`src/logic/llc_pkg.sv`:
```
package llc_pkg;

    localparam int sets        = 16;                       // Sets in the cache
    localparam int ways        = 4;                        // Associativity
    localparam int addr_bits   = 16;                       // Byte address width
    localparam int offset_bits = 4;                        // 16-byte lines
    localparam int index_bits  = $clog2(sets);             // Set index width
    localparam int tag_bits    = addr_bits - index_bits - offset_bits;
    localparam int fifo_depth  = 4;                        // Result FIFO entries

    typedef logic [addr_bits-1:0]     addr_t;              // Byte address
    typedef logic [index_bits-1:0]    index_t;             // Set index
    typedef logic [tag_bits-1:0]      tag_t;               // Line tag
    typedef logic [$clog2(ways)-1:0]  age_t;               // LRU age, 0 is newest
    typedef logic [$clog2(ways)-1:0]  way_t;               // Way number

    typedef enum logic [1:0] {
        invalid,
        shared,
        exclusive,
        modified
    } mesi_e;

    // Trace command codes
    typedef enum logic [3:0] {
        rd      = 4'd0,                                    // Data read
        wr      = 4'd1,                                    // Data write
        ifetch  = 4'd2,                                    // Instruction fetch
        snp_inv = 4'd3,                                    // Snooped invalidate
        snp_rd  = 4'd4,                                    // Snooped read
        clear   = 4'd8                                     // Reset all lines
    } cmd_op_e;

    typedef enum logic [1:0] {
        bus_none,
        bus_read,
        bus_rwitm,
        bus_invalidate
    } bus_op_e;

    typedef struct packed {
        cmd_op_e op;
        addr_t   addr;
    } cmd_t;                                               // 20 bits

    typedef struct packed {
        tag_t  tag;
        age_t  age;
        mesi_e mesi;
    } line_t;

    typedef line_t [ways-1:0] set_t;                       // Whole set as one word

    typedef struct packed {
        cmd_op_e op;
        index_t  index;
        logic    hit;
        way_t    way;                                      // Way touched or filled
        mesi_e   new_mesi;
        bus_op_e bus_op;
        logic    writeback;                                // Modified data leaves the cache
        tag_t    evict_tag;
    } result_t;

endpackage

```
`src/logic/cmd_intake.sv`:
```
module cmd_intake (
    input  logic             clk,
    input  logic             rst_n,
    input  logic             cmd_valid,
    input  llc_pkg::cmd_t    cmd,
    input  logic             req_done,
    output logic             cmd_ready,
    output logic             req_valid,
    output llc_pkg::cmd_op_e req_op,
    output llc_pkg::index_t  req_index,
    output llc_pkg::tag_t    req_tag
);
    import llc_pkg::*;

    logic    held;                                         // Holding register occupied
    logic    accept;                                       // Handshake this cycle
    logic    op_known;                                     // Opcode is one we act on
    cmd_op_e op_q;
    index_t  index_q;
    tag_t    tag_q;

    // Codes without meaning are swallowed here and never reach the engine
    always_comb begin
        case (cmd.op)
            rd, wr, ifetch, snp_inv, snp_rd, clear: op_known = 1'b1;
            default:                                op_known = 1'b0;
        endcase
    end

    assign cmd_ready = !held;                              // Ready only when empty
    assign accept    = cmd_valid && cmd_ready;

    always_ff @(posedge clk) begin
        if (!rst_n) begin
            held <= 1'b0;
        end else if (accept && op_known) begin
            held <= 1'b1;                                  // Busy until engine is done
        end else if (req_done) begin
            held <= 1'b0;
        end
    end

    // Address split, offset bits are dropped
    always_ff @(posedge clk) begin
        if (accept && op_known) begin
            op_q    <= cmd.op;
            index_q <= cmd.addr[offset_bits +: index_bits];
            tag_q   <= cmd.addr[addr_bits-1 -: tag_bits];
        end
    end

    assign req_valid = held;
    assign req_op    = op_q;
    assign req_index = index_q;
    assign req_tag   = tag_q;

endmodule

```
`src/logic/cache_array.sv`:
```
module cache_array (
    input  logic            clk,
    input  logic            rst_n,
    input  logic            rd_en,
    input  llc_pkg::index_t rd_index,
    input  logic            wr_en,
    input  llc_pkg::index_t wr_index,
    input  llc_pkg::set_t   wr_set,
    input  logic            clear_start,
    output llc_pkg::set_t   rd_set,
    output logic            clear_busy
);
    import llc_pkg::*;

    set_t   mem [sets];                                    // One word per set
    set_t   clr_set;                                       // Contents of a freshly cleared set
    index_t clr_idx;                                       // Sweep position
    logic   sweeping;

    // Every line Invalid, tag 0, age equal to its way
    always_comb begin
        for (int w = 0; w < ways; w++) begin
            clr_set[w].tag  = '0;
            clr_set[w].age  = age_t'(w);
            clr_set[w].mesi = invalid;
        end
    end

    // Sweep control, one set per cycle
    always_ff @(posedge clk) begin
        if (!rst_n) begin
            sweeping <= 1'b0;
            clr_idx  <= '0;
        end else if (clear_start) begin
            sweeping <= 1'b1;
            clr_idx  <= '0;
        end else if (sweeping) begin
            clr_idx <= clr_idx + 1'b1;
            if (clr_idx == index_t'(sets - 1)) begin
                sweeping <= 1'b0;                          // Last set written this cycle
            end
        end
    end

    assign clear_busy = sweeping;

    // Storage write port, sweep and engine never overlap
    always_ff @(posedge clk) begin
        if (sweeping) begin
            mem[clr_idx] <= clr_set;
        end else if (wr_en) begin
            mem[wr_index] <= wr_set;
        end
    end

    // Synchronous read, output held between reads
    always_ff @(posedge clk) begin
        if (rd_en) begin
            rd_set <= mem[rd_index];
        end
    end

endmodule

```
`src/logic/mesi_lru_engine.sv`:
```
module mesi_lru_engine (
    input  logic             clk,
    input  logic             rst_n,
    input  logic             req_valid,
    input  llc_pkg::cmd_op_e req_op,
    input  llc_pkg::index_t  req_index,
    input  llc_pkg::tag_t    req_tag,
    input  llc_pkg::set_t    rd_set,
    input  logic             clear_busy,
    input  logic             full,
    output logic             req_done,
    output logic             rd_en,
    output llc_pkg::index_t  rd_index,
    output logic             wr_en,
    output llc_pkg::index_t  wr_index,
    output llc_pkg::set_t    wr_set,
    output logic             clear_start,
    output logic             push,
    output llc_pkg::result_t push_data
);
    import llc_pkg::*;

    typedef enum logic [2:0] {
        st_idle,
        st_read,                                           // Set data arriving
        st_update,                                         // Write back set and push
        st_clear,                                          // Array sweep running
        st_clear_done
    } state_e;

    state_e  state;
    state_e  state_nxt;
    logic    hit;
    way_t    hit_way;
    logic    have_inv;                                     // Some way is Invalid
    way_t    inv_way;                                      // Lowest Invalid way
    way_t    lru_way;                                      // Oldest way
    way_t    way_sel;
    logic    local_op;                                     // Access from this side, not a snoop
    line_t   old_line;
    set_t    set_nxt;
    result_t res_nxt;
    set_t    set_q;
    result_t res_q;

    // Tag compare and victim search
    always_comb begin
        hit      = 1'b0;
        hit_way  = '0;
        have_inv = 1'b0;
        inv_way  = '0;
        lru_way  = '0;
        for (int w = ways - 1; w >= 0; w--) begin
            if (rd_set[w].mesi != invalid && rd_set[w].tag == req_tag) begin
                hit     = 1'b1;
                hit_way = way_t'(w);
            end
            if (rd_set[w].mesi == invalid) begin
                have_inv = 1'b1;
                inv_way  = way_t'(w);                      // Last write is the lowest
            end
            if (rd_set[w].age == age_t'(ways - 1)) begin
                lru_way = way_t'(w);
            end
        end
    end

    assign local_op = (req_op == rd) || (req_op == wr) || (req_op == ifetch);
    assign way_sel  = hit ? hit_way : (have_inv ? inv_way : lru_way);
    assign old_line = rd_set[way_sel];

    // MESI transition, bus op and new set contents
    always_comb begin
        set_nxt            = rd_set;
        res_nxt.op         = req_op;
        res_nxt.index      = req_index;
        res_nxt.hit        = hit;
        res_nxt.way        = (hit || local_op) ? way_sel : '0;
        res_nxt.new_mesi   = hit ? old_line.mesi : invalid;
        res_nxt.bus_op     = bus_none;
        res_nxt.writeback  = 1'b0;
        res_nxt.evict_tag  = '0;
        case (req_op)
            rd, ifetch: begin
                if (!hit) begin
                    res_nxt.new_mesi = (req_op == rd) ? exclusive : shared;
                    res_nxt.bus_op   = bus_read;
                end
            end
            wr: begin
                res_nxt.new_mesi = modified;
                if (!hit) begin
                    res_nxt.bus_op = bus_rwitm;            // Fill with ownership
                end else if (old_line.mesi == shared) begin
                    res_nxt.bus_op = bus_invalidate;       // Upgrade, kill other copies
                end
            end
            snp_inv: begin
                if (hit) begin
                    res_nxt.new_mesi  = invalid;
                    res_nxt.writeback = (old_line.mesi == modified);
                end
            end
            snp_rd: begin
                if (hit && old_line.mesi != shared) begin
                    res_nxt.new_mesi  = shared;            // E or M drops to S
                    res_nxt.writeback = (old_line.mesi == modified);
                end
            end
            default: ;
        endcase
        if (local_op && !hit) begin
            res_nxt.writeback = (old_line.mesi == modified);  // Dirty victim leaves
            res_nxt.evict_tag = old_line.tag;
            set_nxt[way_sel].tag = req_tag;
        end
        if (hit || local_op) begin
            set_nxt[way_sel].mesi = res_nxt.new_mesi;
        end
        // Ages move on local accesses only
        if (local_op) begin
            for (int w = 0; w < ways; w++) begin
                if (rd_set[w].age < old_line.age) begin
                    set_nxt[w].age = rd_set[w].age + 1'b1;
                end
            end
            set_nxt[way_sel].age = '0;
        end
    end

    always_comb begin
        state_nxt = state;
        case (state)
            st_idle:       if (req_valid) state_nxt = (req_op == clear) ? st_clear : st_read;
            st_read:       state_nxt = st_update;
            st_update:     if (!full) state_nxt = st_idle;
            st_clear:      if (!clear_busy) state_nxt = st_clear_done;
            st_clear_done: if (!full) state_nxt = st_idle;
            default:       state_nxt = st_idle;
        endcase
    end

    always_ff @(posedge clk) begin
        if (!rst_n) begin
            state <= st_idle;
        end else begin
            state <= state_nxt;
        end
    end

    // Result and set captured once rd_set is valid
    always_ff @(posedge clk) begin
        if (state == st_read) begin
            set_q <= set_nxt;
            res_q <= res_nxt;
        end else if (clear_start) begin
            res_q <= '{op: clear, index: req_index, hit: 1'b0, way: '0, new_mesi: invalid,
                       bus_op: bus_none, writeback: 1'b0, evict_tag: '0};
        end
    end

    assign rd_en       = (state == st_idle) && req_valid && (req_op != clear);
    assign clear_start = (state == st_idle) && req_valid && (req_op == clear);
    assign rd_index    = req_index;
    assign wr_index    = req_index;                        // Intake holds it until done
    assign wr_set      = set_q;
    assign wr_en       = (state == st_update) && !full;
    assign push        = ((state == st_update) || (state == st_clear_done)) && !full;
    assign push_data   = res_q;
    assign req_done    = push;                             // Frees the intake register

endmodule

```
`src/logic/result_fifo.sv`:
```
module result_fifo (
    input  logic             clk,
    input  logic             rst_n,
    input  logic             push,
    input  llc_pkg::result_t push_data,
    input  logic             res_ready,
    output logic             full,
    output logic             res_valid,
    output llc_pkg::result_t res
);
    import llc_pkg::*;

    result_t                         mem [fifo_depth];     // Result storage
    logic [$clog2(fifo_depth)-1:0]   wr_ptr;
    logic [$clog2(fifo_depth)-1:0]   rd_ptr;
    logic [$clog2(fifo_depth):0]     count;                // Needs one extra bit for full
    logic                            do_push;
    logic                            do_pop;

    assign full      = (count == fifo_depth);
    assign res_valid = (count != 0);
    assign res       = mem[rd_ptr];                        // Head is always on the output
    assign do_push   = push && !full;
    assign do_pop    = res_valid && res_ready;

    always_ff @(posedge clk) begin
        if (!rst_n) begin
            wr_ptr <= '0;
            rd_ptr <= '0;
            count  <= '0;
        end else begin
            if (do_push) begin
                wr_ptr <= wr_ptr + 1'b1;                   // Wraps at depth
            end
            if (do_pop) begin
                rd_ptr <= rd_ptr + 1'b1;
            end
            case ({do_push, do_pop})
                2'b10:   count <= count + 1'b1;
                2'b01:   count <= count - 1'b1;
                default: count <= count;                   // Both or neither
            endcase
        end
    end

    always_ff @(posedge clk) begin
        if (do_push) begin
            mem[wr_ptr] <= push_data;
        end
    end

endmodule

```
`src/logic/llc_top.sv`:
```
module llc_top (
    input  logic             clk,
    input  logic             rst_n,
    input  logic             cmd_valid,
    input  llc_pkg::cmd_t    cmd,
    input  logic             res_ready,
    output logic             cmd_ready,
    output logic             res_valid,
    output llc_pkg::result_t res
);
    import llc_pkg::*;

    logic    req_valid;                                    // Intake to engine
    cmd_op_e req_op;
    index_t  req_index;
    tag_t    req_tag;
    logic    req_done;
    logic    rd_en;                                        // Engine to array
    index_t  rd_index;
    set_t    rd_set;
    logic    wr_en;
    index_t  wr_index;
    set_t    wr_set;
    logic    clear_start;
    logic    clear_busy;
    logic    push;                                         // Engine to FIFO
    result_t push_data;
    logic    full;

    cmd_intake u_intake (
        .clk       (clk),
        .rst_n     (rst_n),
        .cmd_valid (cmd_valid),
        .cmd       (cmd),
        .req_done  (req_done),
        .cmd_ready (cmd_ready),
        .req_valid (req_valid),
        .req_op    (req_op),
        .req_index (req_index),
        .req_tag   (req_tag)
    );

    mesi_lru_engine u_engine (
        .clk         (clk),
        .rst_n       (rst_n),
        .req_valid   (req_valid),
        .req_op      (req_op),
        .req_index   (req_index),
        .req_tag     (req_tag),
        .rd_set      (rd_set),
        .clear_busy  (clear_busy),
        .full        (full),
        .req_done    (req_done),
        .rd_en       (rd_en),
        .rd_index    (rd_index),
        .wr_en       (wr_en),
        .wr_index    (wr_index),
        .wr_set      (wr_set),
        .clear_start (clear_start),
        .push        (push),
        .push_data   (push_data)
    );

    cache_array u_array (
        .clk         (clk),
        .rst_n       (rst_n),
        .rd_en       (rd_en),
        .rd_index    (rd_index),
        .wr_en       (wr_en),
        .wr_index    (wr_index),
        .wr_set      (wr_set),
        .clear_start (clear_start),
        .rd_set      (rd_set),
        .clear_busy  (clear_busy)
    );

    result_fifo u_fifo (
        .clk       (clk),
        .rst_n     (rst_n),
        .push      (push),
        .push_data (push_data),
        .res_ready (res_ready),
        .full      (full),
        .res_valid (res_valid),
        .res       (res)
    );

endmodule

```
`config.mk`:
```
export PLATFORM = sky130hd
export DESIGN_NAME = llc_top
export DESIGN_NICKNAME = d
export VERILOG_FILES = /design/src/logic/llc_pkg.sv /design/src/logic/cmd_intake.sv /design/src/logic/cache_array.sv /design/src/logic/mesi_lru_engine.sv /design/src/logic/result_fifo.sv /design/src/logic/llc_top.sv
export SDC_FILE = /design/constraint.sdc
export NUM_CORES = 1
export LEC_CHECK = 0
export ABC_CLOCK_PERIOD_IN_PS = 4260
export BUFFER_PORTS_ARGS = -buffer_cell sky130_fd_sc_hd__clkbuf_2
export CAP_MARGIN = 0
export CORE_MARGIN = 5
export CORE_UTILIZATION = 40
export CTS_CLUSTER_DIAMETER = 200
export DETAILED_ROUTE_END_ITERATION = 16
export SYNTH_ARGS = -nofsm -noshare
export SYNTH_HDL_FRONTEND = slang
export SYNTH_SLANG_ARGS = --single-unit
```
`constraint.sdc`:
```
create_clock -name clk -period 4.26 [get_ports clk]
set_clock_uncertainty 0.2 [all_clocks]
set_input_delay 0.426 -clock clk [delete_from_list [all_inputs] [get_ports clk]]
set_output_delay 0.426 -clock clk [all_outputs]
set_load 0.01 [all_outputs]
```
* Word level (Yosys, flattened, before mapping) *
Memory sizes are Yosys's and may differ from the RTL's. A register that Yosys moved wholly into a read port is not among the register bits.
Cells that the tools add are included.

cells by class
  div/mod/pow operators = 0
  mux-type cells = 84
  order comparisons = 6
  $add $sub $neg = 9
  shift operators = 0
  $mul = 0
  bitwise logic cells = 1
  eq/ne operators = 33
  reduce and logical (&&, ||, !) cells = 44

operators with widths
  cell                                           number
  2-to-1 mux 48 bit                              4
  bitwise mux 48 bit                             3
  demux 12 bit (select 2 bit)                    3
  2-to-1 mux 2 bit                               33
  2-to-1 mux 24 bit                              2
  OR reduction 48 bit                            1
  == test 8 bit                                  4
  binary-select mux 12 bit (select 2 bit)        1
  2-to-1 mux 1 bit                               24
  2-to-1 mux 12 bit                              2
  == test 4 x 2 -> 1 bit, second input constant  4
  logical AND 1 bit                              16
  nonzero test 2 bit                             7
  adder 2 x 1 -> 2 bit, second input constant    6
  == test 2 bit, second input constant           6
  == test 4 bit, second input constant           3
  2-to-1 mux 4 bit                               3
  one-hot mux 3 bit (4 select lines)             1
  2-to-1 mux 3 bit                               3
  2-to-1 mux 9 bit                               1
  == test 4 x 1 -> 1 bit, second input constant  2
  == test 4 x 3 -> 1 bit, second input constant  2
  zero test 2 bit                                4
  zero test 4 bit                                2
  25 further kinds                               40

word-level totals
  RAM bits = 864
  bits in registers = 104
  bits of input ports = 24
  output and inout port bits = 26
  ROM bits = 0
  bits in latches = 0
  memories = 2
  logic and storage cells = 209

memory list
  memory       words  bits a word  read ports  clocked after Yosys merged registers in  wr ports  RTL line           source
  u_array.mem  16     48           1           1                                        1         cache_array.sv:15  set_t mem [sets];
  u_fifo.mem   4      24           1           1                                        1         result_fifo.sv:13  result_t mem [fifo_depth];

* Longest topological paths before layout *
Gate-level depths: netlist of the first run.

  depth in word-level cells = 19
  depth in mapped cells = 17
  mapped depth without buffers = 14

* Cells and area by module *
Synthesis of the first run repeated with hierarchy kept, for this count alone.

unflattened totals
  cell total of the unflattened synthesis = 1944
  area, all modules = 40027.1 um^2

by module, submodules not included
  module           cells an instance  times used  area each (um^2)
  cache_array      1331               1           30792.0
  mesi_lru_engine  412                1           4692.0
  result_fifo      178                1           4001.3
  cmd_intake       23                 1           541.8

* Worst setup path before layout of the first run *
No wires, ideal clock.

  kind = flip-flop to flip-flop
  from = register u_engine.state[0]
  to = register, netlist name u_array.rd_set[0]
  setup slack = -0.429 ns
  data required time = 3.547 ns
  arrival time = 3.976 ns
  stages on the path, launching flop included = 5
  path buffers = 1
  path through = dfxtp_1 -> clkbuf_1 -> nor2_1 -> nand2_1 -> nor3_1

between the ends
  longest elaborated chain between the ends = 3

RTL lines
  item                             RTL line                source
  start: declaration               mesi_lru_engine.sv:31   state_e state;
  start signal: assignment         mesi_lru_engine.sv:145  state <= st_idle;
  start signal: assignment         mesi_lru_engine.sv:147  state <= state_nxt;
  zero test 3 bit                  mesi_lru_engine.sv:162  assign rd_en = (state == st_idle) && req_valid && (req_op != clear);
  logical AND 1 bit (2 in series)  mesi_lru_engine.sv:162
  net rd_en                        llc_top.sv:18           logic rd_en;

The timed path passes the listed nets, and every way through them passes these cells.
A chain may end at the register's enable or synchronous reset.

==> results.txt, run 1 <==
status -> complete, no violations
initial antenna violation count -> 3
io pins -> 50
CTS Buf Count -> 102
final-report max-slew violation count -> 0
Post-synth EDFFs -> 1000
Ys Warns -> 0
Pwr Total -> 20700 uW
vias in the first global route -> 19.4k
Post-Syn Area -> 40000 um2
Worst-Skew Late Latency -> 680 ps
CP required -> 4610 ps
WS Path Type -> reg -> reg
Net Count, Synth -> 1885
TritonCTS Sinks -> 1018
Slew Limit Headroom -> 20.8%
Setup Slack @ Placement -> 187 ps
Remaining DRCs -> 0
Placer Congestion -> 0.866
share of cells above drive strength 1 -> 28.8%
fin nets -> 2017
detailed-route via count -> 18.9k
P_leak -> 0.0156 uW
DRT Wirelength -> 89.5 mm
commonest cells after routing, fill and taps aside -> edfxtp_1, mux4_2, clkbuf_16
Synth top area share -> 75.1%
Area Growth Syn to Fin -> 14.3%
CP peak stage delay -> 720 ps
WL per Instance -> 26.6 um
register area -> 30400 um2
root buf cell -> clkbuf_16
Final Hold Viols -> 0
Highest Clock Rate -> 244 MHz
Synth area leader -> edfxtp_1
max-cap viol count -> 0
top cells by area, synth -> edfxtp_1, mux4_2, mux2_2
largest net degree at the start of global routing -> 131
critical path arrival -> 4440 ps
met3 routed wirelength -> 5.14 mm
# diodes -> 0
# fillers -> 8151
Worst setup EP type -> register
core area -> 99700 um2
CP max stage cell -> or4_2
Primary FF master, synth -> edfxtp_1
CP cell instances -> xnor2_1 > nand3_1 > or4_2 > o311ai_4 > inv_1 > o211ai_1 > o21ai_0 > buf_4 > ha_1 > nand2_1 > a21oi_1 > a2111oi_1 > a21o_1
critical-path maximum fanout -> 11
cell row count -> 116
HP Class -> in -> reg
die area -> 106000 um2
Initial Utilization -> 40.1%
FF+latch count, synth -> 1018
Multi-input gate area -> 9250 um2
Die Y -> 326 um
Setup Viol. Count Final -> 0
Tmin final -> 4090 ps
DR pass1 iterations -> 5
antenna-violating nets left -> 0
Vias/cell -> 5.62
Met1 Wirelength -> 38.9 mm
startpoint types -> register
maximum vdd drop -> 0.302 mV
actual slew at the worst max-slew pin -> 1190 ps
H-tree depth -> 3
pwr dens -> 453 nW/um2
Final Cycle Share -> 96.1%
CTS tree -> built
asr flop ratio synth -> 0%
met2 WL -> 43.6 mm
syn avg cell area -> 21.7 um2
Synth cell types -> 72
Cells after Synth -> 1846
worst setup margin -> 166 ps
GRT overflow -> 0
DPL Wire Length -> 48.0 mm
GRT Util Overall -> 16.7%
global-route wire length before repair -> 132 mm
commonest non-fill, non-tap cell in the layout -> edfxtp_1
DIE WIDTH -> 326 um
number of port buffers -> 45
Starting DRT DRC Count -> 1991
worst hold margin -> 136 ps
Clock Path Buffers -> 3
sequential area share after synthesis -> 76.0%
clock-pin slew on the worst setup and hold paths -> 60 ps
Top Metal Used -> met4
## path summary, 6_finish.rpt
kind / endpoint / slack (ps) / depth (start not counted) / from
worst min register to register: u_fifo.mem[2][19] / 300 / 0 / u_engine.push_data[19]
worst min-delay path: u_fifo.rd_ptr[0] / 140 / 4 / res_ready
worst max-delay path: u_engine.wr_set[26] / 170 / 13 / u_intake.req_tag[7]
worst max register to register: u_engine.wr_set[26] / 170 / 13 / u_intake.req_tag[7]
## registers in the layout, summed over array words and instances (netlist names), 2 cells and up, named ones only
signal / flops
u_engine.state: 3
u_intake.req_tag: 8
u_intake.req_op: 4
u_intake.req_index: 4
u_array.clr_idx: 4
u_engine.push_data: 24
u_engine.wr_set: 48
u_fifo.count: 3
u_fifo.mem: 96
u_fifo.wr_ptr: 2
u_fifo.rd_ptr: 2
u_array.rd_set: 48
u_array.mem: 768
## logic make-up after synthesis
| logic type | Yosys count | synth area share, % |
|---|---|---|
| flops | 1018 | 76.0 |
| mux | 317 | 16.3 |
| fa+ha+maj | 15 | 0.488 |
| buf+inv | 115 | 1.25 |
| xor+xnor | 41 | 0.898 |
| compound gates | 90 | 1.65 |
| simple gates | 250 | 3.40 |
## routing by layer
metal | vias to the layer above | GRT usage, %
li1 | 7943 | -
met1 | 10200 | 24.2
met2 | 623 | 27.0
met3 | 112 | 2.39
met4 | 0 | 4.28
met5 | - | 0
## worst max-delay path: cells and delay by family, from the launching register on
kind	cells	cell delay, ps
compound gates	6	1330
flops	1	550
simple gates	3	930
fa+ha+maj	1	350
buf+inv	2	370
xor+xnor	1	230
## power breakdown
part / internal, uW / total, uW / switching, uW
Sequential: 11000 / 11100 / 64.1
Combinational: 337 / 788 / 451
Clock: 5140 / 8880 / 3740
Total: 16500 / 20700 / 4260
## area by class of cell
class | instances | area share (%)
clock buffers | 129 | 6.03
clock inverters | 62 | 1.29
inverters | 23 | 0.194
multi-input cells | 713 | 20.2
flip-flops and latches | 1018 | 66.5
well taps | 1298 | 3.55
repair buffers | 120 | 2.25
## stage by stage
stage / instance area [um2] / std cells / utilization [%] / setup TNS, ps
global route: 45700 / 3363 / 45.9 / -132
global placement: 42200 / 3152 / 42.3 / 0
floorplan: 40000 / 1846 / - / -58590
CTS: 45700 / 3360 / 45.8 / 0
finish: 45700 / 3363 / 45.9 / 0
detailed placement: 42200 / 3152 / 42.3 / 0
## synthesized netlist by cell type, types with 4 or more instances
cell type     n
a211oi_1     11
a21boi_0      4
a21oi_1      17
a31oi_1       9
and2_1       59
and3_1       14
buf_1        20
buf_2         8
buf_6         5
clkbuf_1     55
dfxtp_1      18
edfxtp_1   1000
ha_1         14
inv_1        22
mux2_2       36
mux2i_1      16
mux4_2      264
nand2_1      48
nand2b_1      7
nand3_1      17
nand4_1       4
nor2_1       51
nor2b_1       4
nor3_1       11
nor4_1        4
o211ai_1      7
o21ai_0      11
or3_1         6
xnor2_1      27
xor2_1       14
## timing repair
action,4_1_cts,5_1_grt
gates resized for setup,0,3
endpoints found under the hold margin,28,0
buffers inserted,0,3
setup endpoints to repair,0,3
hold buffers,17,0
(Power assumes the default switching activity.)
==> inputs of run 2 (changes only) <==
--- a/config.mk
+++ b/config.mk
@@ -12,6 +12,7 @@
 export CORE_UTILIZATION = 40
 export CTS_CLUSTER_DIAMETER = 200
 export DETAILED_ROUTE_END_ITERATION = 16
+export REMOVE_ABC_BUFFERS = 1
 export SYNTH_ARGS = -nofsm -noshare
 export SYNTH_HDL_FRONTEND = slang
 export SYNTH_SLANG_ARGS = --single-unit
==> results.txt, run 2 (same netlist as run 1, synthesis figures left out) <==
status -> complete, no violations (unchanged)
number of port buffers -> 45 (unchanged)
GRT Util Overall -> 16.8% (was 16.7%)
detailed-route via count -> 18.9k (about the same)
RSZ-0062 raised after global routing -> no
Final Hold Viols -> 0 (unchanged)
post-route cell area -> 45700 um2 (about the same)
clock-pin slew on the worst setup and hold paths -> 60 ps (about the same)
Clock Path Buffers -> 3 (unchanged)
grt met1 use -> 24.5% (was 24.2%)
final setup TNS -> 0 ps (unchanged)
Tmin final -> 3970 ps (was 4090 ps)
startpoint types -> register (unchanged)
# fillers -> 8141 (was 8151)
root buf cell -> clkbuf_16 (unchanged)
combinational group share of total power -> 3.9% (was 3.8%)
commonest cells after routing, fill and taps aside -> edfxtp_1, mux4_2, clkbuf_16 (unchanged)
fin nets -> 2029 (was 2017)
actual slew at the worst max-slew pin -> 1200 ps (was 1190 ps)
cell row count -> 116 (unchanged)
Slew Limit Headroom -> 19.7% (was 20.8%)
sequential power share -> 54.8% (was 53.3%)
final-report max-slew violation count -> 0 (unchanged)
Highest Clock Rate -> 252 MHz (was 244 MHz)
Largest Register -> u_array.mem (unchanged)
register area -> 30400 um2 (unchanged)
biggest regs -> u_array.mem x768, u_fifo.mem x96 (unchanged)
initial antenna violation count -> 5 (was 3)
Remaining DRCs -> 0 (unchanged)
critical path arrival -> 4310 ps (was 4440 ps)
pwr dens -> 442 nW/um2 (was 453 nW/um2)
maximum vdd drop -> 0.266 mV (was 0.302 mV)
Initial Utilization -> 40.1% (unchanged)
Die Y -> 326 um (unchanged)
Multi-input gate area -> 9240 um2 (was 9250 um2)
switching fraction of total power -> 20.9% (was 20.5%)
global-route wire length before repair -> 132 mm (about the same)
Pwr Total -> 20200 uW (was 20700 uW)
share of cells above drive strength 1 -> 29.1% (was 28.8%)
TritonCTS Sinks -> 1018 (unchanged)
Final Cycle Share -> 93.3% (was 96.1%)
P_leak -> 0.0156 uW (about the same)
core area -> 99700 um2 (unchanged)
critical-path maximum fanout -> 8 (was 11)
HP Class -> in -> reg (unchanged)
CTS tree -> built (unchanged)
# diodes -> 0 (unchanged)
Vias/cell -> 5.61 (was 5.62)
H-tree depth -> 3 (unchanged)
Area Growth Syn to Fin -> 14.2% (was 14.3%)
Int Power -> 16000 uW (was 16500 uW)
DR pass1 iterations -> 5 (unchanged)
WS Path Type -> reg -> reg (unchanged)
CTS Buf Count -> 101 (was 102)
die area -> 106000 um2 (unchanged)
CP required -> 4600 ps (was 4610 ps)
antenna-violating nets left -> 0 (unchanged)
io pins -> 50 (unchanged)
Worst-Skew Late Latency -> 680 ps (about the same)
GRT overflow -> 0 (unchanged)
DIE WIDTH -> 326 um (unchanged)
Starting DRT DRC Count -> 1824 (was 1991)
largest net degree at the start of global routing -> 101 (was 131)
DPL Wire Length -> 47.0 mm (was 48.0 mm)
P_sw -> 4220 uW (was 4260 uW)
worst hold margin -> 145 ps (was 136 ps)
Setup Viol. Count Final -> 0 (unchanged)
worst setup margin -> 287 ps (was 166 ps)
number of flip-flops in the largest register -> 768 (unchanged)
Setup Slack @ Placement -> 373 ps (was 187 ps)
clock power share -> 41.3% (was 42.9%)
commonest non-fill, non-tap cell in the layout -> edfxtp_1 (unchanged)
Worst setup EP type -> register (unchanged)
Global Route met2 Usage -> 26.5% (was 27.0%)
met3 usage -> 3.51% (was 2.39%)
Most Crowded Layer GR -> met2 (unchanged)
Area after DPL -> 42400 um2 (was 42200 um2)
WL per Instance -> 26.5 um (was 26.6 um)
vias in the first global route -> 19.3k (was 19.4k)
max-cap viol count -> 0 (unchanged)
Placer Congestion -> 0.853 (was 0.866)
DRT Wirelength -> 89.2 mm (was 89.5 mm)
-- run 2: cell types whose count changed in the layout (fill, tap and decap cells not counted), sizes merged --
cell,previous run,this run
buf,58,71
bufinv,9,3
clkinv,45,49
clkbuf,174,171
clkinvlp,6,5
inv,25,26
-- run 2: power by group through the flow --
stage          clock network, uW  registers, uW  logic (uW)
3_5_place_dp                   0          11300         787
6_report                    8320          11100         796
2_1_floorplan                  0          11300         522
5_1_grt                     8940          11100         861
3_3_place_gp                   0          11300         776
4_1_cts                     8510          11100         804
-- run 2: metal layers --
layer,vias up,share of wire (%)
li1,7970,-
met1,10100,44
met2,685,48
met3,113,6.7
met4,0,1.6
met5,-,0
-- run 2: layout make-up --
cell class | instances | share of cell area (%)
tap | 1298 | 3.56
clock inverter | 60 | 1.00
timing repair buffer | 133 | 2.66
multi-input combinational | 713 | 20.2
sequential | 1018 | 66.5
inverter | 23 | 0.195
clock buffer | 126 | 5.81
-- run 2: worst max-delay path, stage by stage, from the launching register on --
cell and delay, ps:
edfxtp_1 550, xnor2_1 240, nand3_1 130, or4_1 680, o311ai_4 150, inv_1 140, nand2_1 90, nand2_1 40
o21ai_0 280, buf_4 200, ha_1 280, nand2_1 100, a21oi_1 80, a2111oi_0 480, a21o_1 190
-- run 2: final timing paths --
kind | start | to | slack [ps] | cells after the start
worst max register to register | u_intake.req_tag[0] | u_engine.wr_set[26] | 290 | 14
worst max-delay path | u_intake.req_tag[0] | u_engine.wr_set[26] | 290 | 14
worst min-delay path | res_ready | u_fifo.rd_ptr[0] | 150 | 4
worst min register to register | u_engine.push_data[6] | u_fifo.mem[0][6] | 300 | 0
-- run 2: repair_timing --
| action | in CTS | in global routing |
|---|---|---|
| hold buffers | 17 | 0 |
| buffers inserted | 0 | 2 |
| endpoints found under the hold margin | 34 | 0 |
| gates resized for setup | 0 | 2 |
| endpoints found under the setup margin | 0 | 1 |
-- run 2: per-stage QoR --
step                std cells  utilization (%)
floorplan                1754                -
global placement         3166             42.5
detailed placement       3166             42.5
CTS                      3369             45.8
global route             3371             45.8
finish                   3371             45.8
